==> config.mk <==
export PLATFORM = sky130hd
export DESIGN_NAME = fifo_top
export DESIGN_NICKNAME = d
export VERILOG_FILES = /design/src/hdl/fifo_pkg.sv /design/src/hdl/fifo_ram.sv /design/src/hdl/fifo_push_ctrl.sv /design/src/hdl/fifo_pop_ctrl.sv /design/src/hdl/fifo_occupancy.sv /design/src/hdl/fifo_top.sv
export SDC_FILE = /design/constraint.sdc
export NUM_CORES = 1
export LEC_CHECK = 0
export BUFFER_PORTS_ARGS = -buffer_cell sky130_fd_sc_hd__buf_4
export CAP_MARGIN = 40
export CORE_MARGIN = 2
export CORE_UTILIZATION = 50
export CTS_CLUSTER_DIAMETER = 40
export DETAILED_ROUTE_END_ITERATION = 8
export GPL_TIMING_DRIVEN = 0
export PLACE_DENSITY = 0.69
export RECOVER_POWER = 100
export SETUP_SLACK_MARGIN = 0.05
export SLEW_MARGIN = 20
export SYNTH_ARGS = -nofsm -noshare
export SYNTH_HDL_FRONTEND = slang
export SYNTH_SLANG_ARGS = --single-unit
==> constraint.sdc <==
create_clock -name clk -period 6.05 [get_ports clk]
set_input_delay 0 -clock clk [delete_from_list [all_inputs] [get_ports clk]]
set_output_delay 0 -clock clk [all_outputs]
set_load 0.02 [all_outputs]
==> src/hdl/fifo_pkg.sv <==
// FIFO shared definitions
`default_nettype none

package fifo_pkg;

  // ----------------------------------------
  // Geometry
  // ----------------------------------------

  // Number of entries
  localparam int DEPTH = 8;
  // Bits per entry
  localparam int DATA_WIDTH = 8;
  // Enough bits to index every entry
  localparam int ADDR_WIDTH = $clog2(DEPTH);
  // Count has to reach DEPTH itself, hence the +1
  localparam int COUNT_WIDTH = $clog2(DEPTH + 1);

  // ----------------------------------------
  // Types
  // ----------------------------------------

  // One payload word
  typedef logic [DATA_WIDTH-1:0] data_t;
  // RAM address
  typedef logic [ADDR_WIDTH-1:0] addr_t;
  // Item count, 0 to DEPTH
  typedef logic [COUNT_WIDTH-1:0] count_t;

  // One RAM write request
  typedef struct packed {
    logic  en;
    addr_t addr;
    data_t data;
  } ram_wr_t;

endpackage

`default_nettype wire

==> src/hdl/fifo_ram.sv <==
// FIFO storage array
`timescale 1ns/1ps
`default_nettype none

module fifo_ram
  import fifo_pkg::*;
(
  input  logic    clk,
  input  logic    rst_n,
  // Write port
  input  ram_wr_t ram_wr,
  // Read port
  input  addr_t   rd_addr,
  output data_t   rd_data
);

  // ----------------------------------------
  // Storage
  // ----------------------------------------

  data_t mem [DEPTH];

  // Write lands at the clock edge
  always_ff @(posedge clk or negedge rst_n) begin
    if (!rst_n) begin
      for (int i = 0; i < DEPTH; i++) begin
        mem[i] <= '0;
      end
    end else if (ram_wr.en) begin
      mem[ram_wr.addr] <= ram_wr.data;
    end
  end

  // ----------------------------------------
  // Read
  // ----------------------------------------

  // Combinational, no read latency
  assign rd_data = mem[rd_addr];

endmodule

`default_nettype wire

==> src/hdl/fifo_push_ctrl.sv <==
// FIFO push controller
`timescale 1ns/1ps
`default_nettype none

module fifo_push_ctrl
  import fifo_pkg::*;
(
  input  logic    clk,
  input  logic    rst_n,
  // Push side
  input  logic    push_valid,
  input  data_t   push_data,
  output logic    push_ready,
  // Status from the occupancy tracker
  input  logic    full,
  // Pop side takes the beat directly
  input  logic    bypass_ready,
  // RAM write port
  output ram_wr_t ram_wr
);

  // ----------------------------------------
  // Handshake
  // ----------------------------------------

  logic  push_beat;
  logic  wr_en;
  addr_t wr_addr;
  addr_t wr_addr_next;

  // Only full blocks a push, pop_ready plays no part
  assign push_ready = !full;
  assign push_beat  = push_valid && push_ready;

  // Bypassed beats never touch the RAM
  assign wr_en = push_beat && !bypass_ready;

  // ----------------------------------------
  // Write address counter
  // ----------------------------------------

  // Wrap explicitly at the last entry
  assign wr_addr_next = (wr_addr == addr_t'(DEPTH - 1)) ? '0 : wr_addr + 1'b1;

  always_ff @(posedge clk or negedge rst_n) begin
    if (!rst_n) begin
      wr_addr <= '0;
    end else if (wr_en) begin
      wr_addr <= wr_addr_next;
    end
  end

  // ----------------------------------------
  // RAM write request
  // ----------------------------------------

  assign ram_wr.en   = wr_en;
  assign ram_wr.addr = wr_addr;
  assign ram_wr.data = push_data;

endmodule

`default_nettype wire

==> src/hdl/fifo_pop_ctrl.sv <==
// FIFO pop controller
`timescale 1ns/1ps
`default_nettype none

module fifo_pop_ctrl
  import fifo_pkg::*;
(
  input  logic  clk,
  input  logic  rst_n,
  // Pop side
  input  logic  pop_ready,
  output logic  pop_valid,
  output data_t pop_data,
  // Incoming push, seen for bypass
  input  logic  push_valid,
  input  data_t push_data,
  output logic  bypass_ready,
  // RAM read port
  output addr_t ram_rd_addr,
  input  data_t ram_rd_data,
  // Status from the occupancy tracker
  input  logic  empty,
  // Pop served from the RAM
  output logic  ram_rd_beat
);

  // ----------------------------------------
  // Flow control
  // ----------------------------------------

  logic  pop_beat;
  addr_t rd_addr;
  addr_t rd_addr_next;

  assign pop_beat = pop_valid && pop_ready;

  // Offer the bypass only when nothing is stored
  assign bypass_ready = empty && pop_ready;

  // ----------------------------------------
  // Output steering
  // ----------------------------------------

  // Empty FIFO forwards the push side as is
  assign pop_valid = !empty || push_valid;
  assign pop_data  = empty ? push_data : ram_rd_data;

  // Bypassed pops leave the RAM alone
  assign ram_rd_beat = pop_beat && !empty;

  // ----------------------------------------
  // Read address counter
  // ----------------------------------------

  assign rd_addr_next = (rd_addr == addr_t'(DEPTH - 1)) ? '0 : rd_addr + 1'b1;

  always_ff @(posedge clk or negedge rst_n) begin
    if (!rst_n) begin
      rd_addr <= '0;
    end else if (ram_rd_beat) begin
      rd_addr <= rd_addr_next;
    end
  end

  // Zero latency read, so the head word is always on ram_rd_data
  assign ram_rd_addr = rd_addr;

endmodule

`default_nettype wire

==> src/hdl/fifo_occupancy.sv <==
// FIFO occupancy tracker
`timescale 1ns/1ps
`default_nettype none

module fifo_occupancy
  import fifo_pkg::*;
(
  input  logic   clk,
  input  logic   rst_n,
  // Beats from the push and pop controllers
  input  logic   wr_beat,
  input  logic   rd_beat,
  // Status
  output count_t items,
  output logic   empty,
  output logic   full
);

  // ----------------------------------------
  // Item counter
  // ----------------------------------------

  count_t items_next;

  always_comb begin
    items_next = items;
    // Write alone grows the count
    if (wr_beat && !rd_beat) begin
      items_next = items + 1'b1;
    end
    // Read alone shrinks it
    if (rd_beat && !wr_beat) begin
      items_next = items - 1'b1;
    end
    // Both or neither leave it unchanged
  end

  always_ff @(posedge clk or negedge rst_n) begin
    if (!rst_n) begin
      items <= '0;
    end else begin
      items <= items_next;
    end
  end

  // ----------------------------------------
  // Status decode
  // ----------------------------------------

  // From the registered count only
  assign empty = (items == '0);
  assign full  = (items == count_t'(DEPTH));

endmodule

`default_nettype wire

==> src/hdl/fifo_top.sv <==
// FIFO top level
`timescale 1ns/1ps
`default_nettype none

module fifo_top
  import fifo_pkg::*;
(
  input  logic   clk,
  input  logic   rst_n,
  // Push side
  input  logic   push_valid,
  input  data_t  push_data,
  output logic   push_ready,
  // Pop side
  input  logic   pop_ready,
  output logic   pop_valid,
  output data_t  pop_data,
  // Current fill level
  output count_t items
);

  // ----------------------------------------
  // Internal wiring
  // ----------------------------------------

  logic    bypass_ready;
  logic    empty;
  logic    full;
  logic    ram_rd_beat;
  ram_wr_t ram_wr;
  addr_t   ram_rd_addr;
  data_t   ram_rd_data;

  // Push side
  fifo_push_ctrl u_push_ctrl (
    .clk          (clk),
    .rst_n        (rst_n),
    .push_valid   (push_valid),
    .push_data    (push_data),
    .push_ready   (push_ready),
    .full         (full),
    .bypass_ready (bypass_ready),
    .ram_wr       (ram_wr)
  );

  // Pop side with bypass
  fifo_pop_ctrl u_pop_ctrl (
    .clk          (clk),
    .rst_n        (rst_n),
    .pop_ready    (pop_ready),
    .pop_valid    (pop_valid),
    .pop_data     (pop_data),
    .push_valid   (push_valid),
    .push_data    (push_data),
    .bypass_ready (bypass_ready),
    .ram_rd_addr  (ram_rd_addr),
    .ram_rd_data  (ram_rd_data),
    .empty        (empty),
    .ram_rd_beat  (ram_rd_beat)
  );

  // Counts only RAM traffic, bypass leaves it alone
  fifo_occupancy u_occupancy (
    .clk     (clk),
    .rst_n   (rst_n),
    .wr_beat (ram_wr.en),
    .rd_beat (ram_rd_beat),
    .items   (items),
    .empty   (empty),
    .full    (full)
  );

  // Entry storage
  fifo_ram u_ram (
    .clk     (clk),
    .rst_n   (rst_n),
    .ram_wr  (ram_wr),
    .rd_addr (ram_rd_addr),
    .rd_data (ram_rd_data)
  );

endmodule

`default_nettype wire

==> key figures <==
Routing
  • DRT met1 WL: 3.59 mm
  • DRT Pass-1 Iters: 4
  • Final antenna-violating net count: 0
  • Vias per cell: 5.53
  • DR top layer: met4
  • Residual DRC: 0
  • Vias: 2344
  • Initial DRC Count: 100
  • Met2 routed WL: 3.37 mm
  • WL met3: 202 µm
  • Final WL: 7.29 mm
  • DR WL/cell: 17.2 µm

Timing
  • Setup TNS Final: 0 ns
  • Final Cycle Share: 0.479
  • Peak Freq: 345 MHz
  • Clock Skews: 0.00571 ns
  • Final setup fails: 0
  • Unrepaired setup endpoints after global routing: no
  • Worst slew pin tran: 1.06 ns
  • Final worst setup slack: 3.15 ns
  • Relative slew slack: 0.292
  • Fin. Hold Viols: 0
  • Tmin final: 2.90 ns
  • Slew Viols, Final: 0

Power and ir drop
  • Leak: 1.82 nW
  • Tot Pwr: 0.00236 W
  • PD cells: 565 mW/mm²
  • Worst VDD drop: 0.170 mV

Synth
  • Post-synth cell types: 34
  • Main synth FF type: dfrtp_1
  • Synthesized area per cell: 13.4 µm²
  • Synthesized net count: 293
  • Syn Inst Count: 274
  • Ys Warns: 0
  • Yosys reg bits: 74
  • FFs w/ async S/R, synth: 1.00
  • Post-synth EDFFs: 0
  • Mapped Area: 0.00366 mm²
  • Sequential area share after synthesis: 0.506

Place
  • Gpl congestion: 0.721
  • PortBufs: 25
  • Post-place instance area: 0.00400 mm²
  • Place WS: 3.37 ns
  • Post-DP HPWL: 4.78 mm
  • Placed Instances: 399

Critical path
  • WP data required: 6.28 ns
  • Crit path DAT: 3.13 ns
  • Crit path cell chain: or3_1 > o21ai_0 > inv_1 > ha_1 > xor2_1 > ha_1 > a21oi_1 > xor2_1 > nor2_1 > xor2_1
  • Setup crit start kind: register
  • Slowest cell on crit path: o21ai_0
  • Crit path max fanout: 8
  • Most frequent CP cell: xor2_1
  • CP endpoint kind: register
  • R2R Setup Slk: 3.15 ns
  • Max incr delay on CP: 0.53 ns
  • Crit path kind: register to register

Clock network
  • CTS tree: done
  • Max Buffers Root-to-Sink: 2
  • CTS root buf: clkbuf_8
  • Reg clk slew, reported paths: 0.08 ns
  • Worst-skew pair later-pin latency: 0.35 ns
  • Postcts setup bufs: 0
  • CTS buffer count: 9
  • H-tree levels: 3
  • Post-CTS sizing: 0
  • CTS Sinks: 74

Final layout
  • Most frequent cells in the layout: dfrtp_1, mux2_2, clkbuf_1, mux2i_1, nand2_1
  • Layout cells sized above 1: 0.298
  • Non-Filler Cell Area, Final: 0.00418 mm²
  • Area grow syn2layout: 14.1%
  • ANT cells: 0
  • Final nets: 339
  • Post-Layout Cell Count: 424
  • Most common cell after layout, fill and taps aside: dfrtp_1

Floorplanning
  • Row count: 31
  • DIE HEIGHT: 89.6 µm
  • Die ar.: 0.00802 mm²
  • I/O Pins: 26
  • Core area: 0.00718 mm²
  • Chip width: 89.6 µm
  • Starting Density: 0.510

GRT
  • GRT Residual Overflow: 0
  • Pin count of the biggest net entering global routing: 59
  • Total Routing Usage GR: 0.196
  • First-pass GRT wire length: 11.5 mm
  • Vias in the first global route: 2294
  • Initial antenna violation count: 0

Flow run
  • # Max-Cap Violations: 0

Outcome
  • Status: finished clean

Min path
  • Worst min-delay path class: input pin to register
==> report_power, final <==
| group | internal, W | switching [W] | total, W |
|---|---|---|---|
| Clock | 0.000242 | 0.000184 | 0.000426 |
| Combinational | 0.000504 | 0.000544 | 0.00105 |
| Sequential | 0.000742 | 0.000144 | 0.000887 |
==> metrics by stage <==
stage,util,hold WS (ns)
floorplan,-,-0.296
global placement,0.553,0.199
detailed placement,0.557,-0.111
CTS,0.600,0.0655
global route,0.582,0.253
finish,0.582,0.179
==> cell type report <==
cell class / count / area (µm²)
repair buffers: 35 / 249
flip-flops and latches: 74 / 1850
clock buffers: 11 / 141
well taps: 99 / 124
inverters: 2 / 8.76
multi-input cells: 185 / 1670
fillers: 607 / 3000
plain buffers: 13 / 51.3
clock inverters: 5 / 77.6
==> sequential cells by signal (all words and copies together), names as in the netlist <==
name and cells:
u_push_ctrl.wr_addr 3, u_ram.mem 64, u_pop_ctrl.ram_rd_addr 3, u_occupancy.items 4
==> critical path, delay by kind of cell (launching register included) <==
kind,cells,cell delay [ns]
DFF,1,0.46
and+or+nand+nor,2,0.51
adders and majority gates,2,0.49
AOI/OAI and AO/OA,2,0.67
buffers and inverters,1,0.17
xor gates and xnor gates,3,0.48
==> routing by layer <==
layer | up-vias | track usage
met5 | - | 0
met4 | 0 | 0.0841
met3 | 13 | 0.0351
met2 | 29 | 0.303
met1 | 1190 | 0.271
li1 | 1112 | -
==> path summary, 6_finish.rpt <==
| path | from | to | cells past startpoint |
|---|---|---|---|
| worst min register to register | u_ram.mem[46] | u_ram.mem[46] | 1 |
| worst min-delay path | pop_ready | u_pop_ctrl.ram_rd_addr[1] | 3 |
| worst max-delay path | u_occupancy.items[1] | u_occupancy.items[2] | 10 |
| min in group asynchronous | rst_n | u_ram.mem[31] | 2 |
| max in group asynchronous | rst_n | u_ram.mem[41] | 3 |
| worst max register to register | u_occupancy.items[1] | u_occupancy.items[2] | 10 |
==> repair_timing <==
| action | 4_1_cts | 5_1_grt |
|---|---|---|
| endpoints found under the hold margin | 138 | 0 |
| hold buffers | 9 | 0 |
| setup endpoints to repair | 0 | 0 |
==> Yosys cell counts (all sizes together), types with 3 or more instances <==
| cell | number | area, µm² |
|---|---|---|
| mux2 | 82 | 983 |
| dfrtp | 74 | 1850 |
| mux2i | 16 | 160 |
| nand2 | 15 | 56.3 |
| o21ai | 11 | 55.1 |
| a22oi | 8 | 60.1 |
| o221ai | 8 | 70.1 |
| buf | 7 | 45.0 |
| ha | 7 | 87.6 |
| clkbuf | 6 | 22.5 |
| nor2 | 5 | 18.8 |
| nor2b | 4 | 25.0 |
| xor2 | 4 | 35.0 |
| nand2b | 3 | 18.8 |
| nand4b | 3 | 26.3 |
| nor3 | 3 | 15.0 |
| or3 | 3 | 23.8 |
==> kinds of logic (layout without fill, tap and decap cells) <==
group,Yosys count,in the layout,share of synthesized area
buffers and inverters,15,66,0.0212
xor gates and xnor gates,5,5,0.0120
DFF,74,74,0.506
muxes,98,98,0.312
adders and majority gates,7,7,0.0239
AOI/OAI and AO/OA,34,34,0.0636
and+or+nand+nor,41,41,0.0609
No activity file was read; power rests on OpenSTA's default activity.
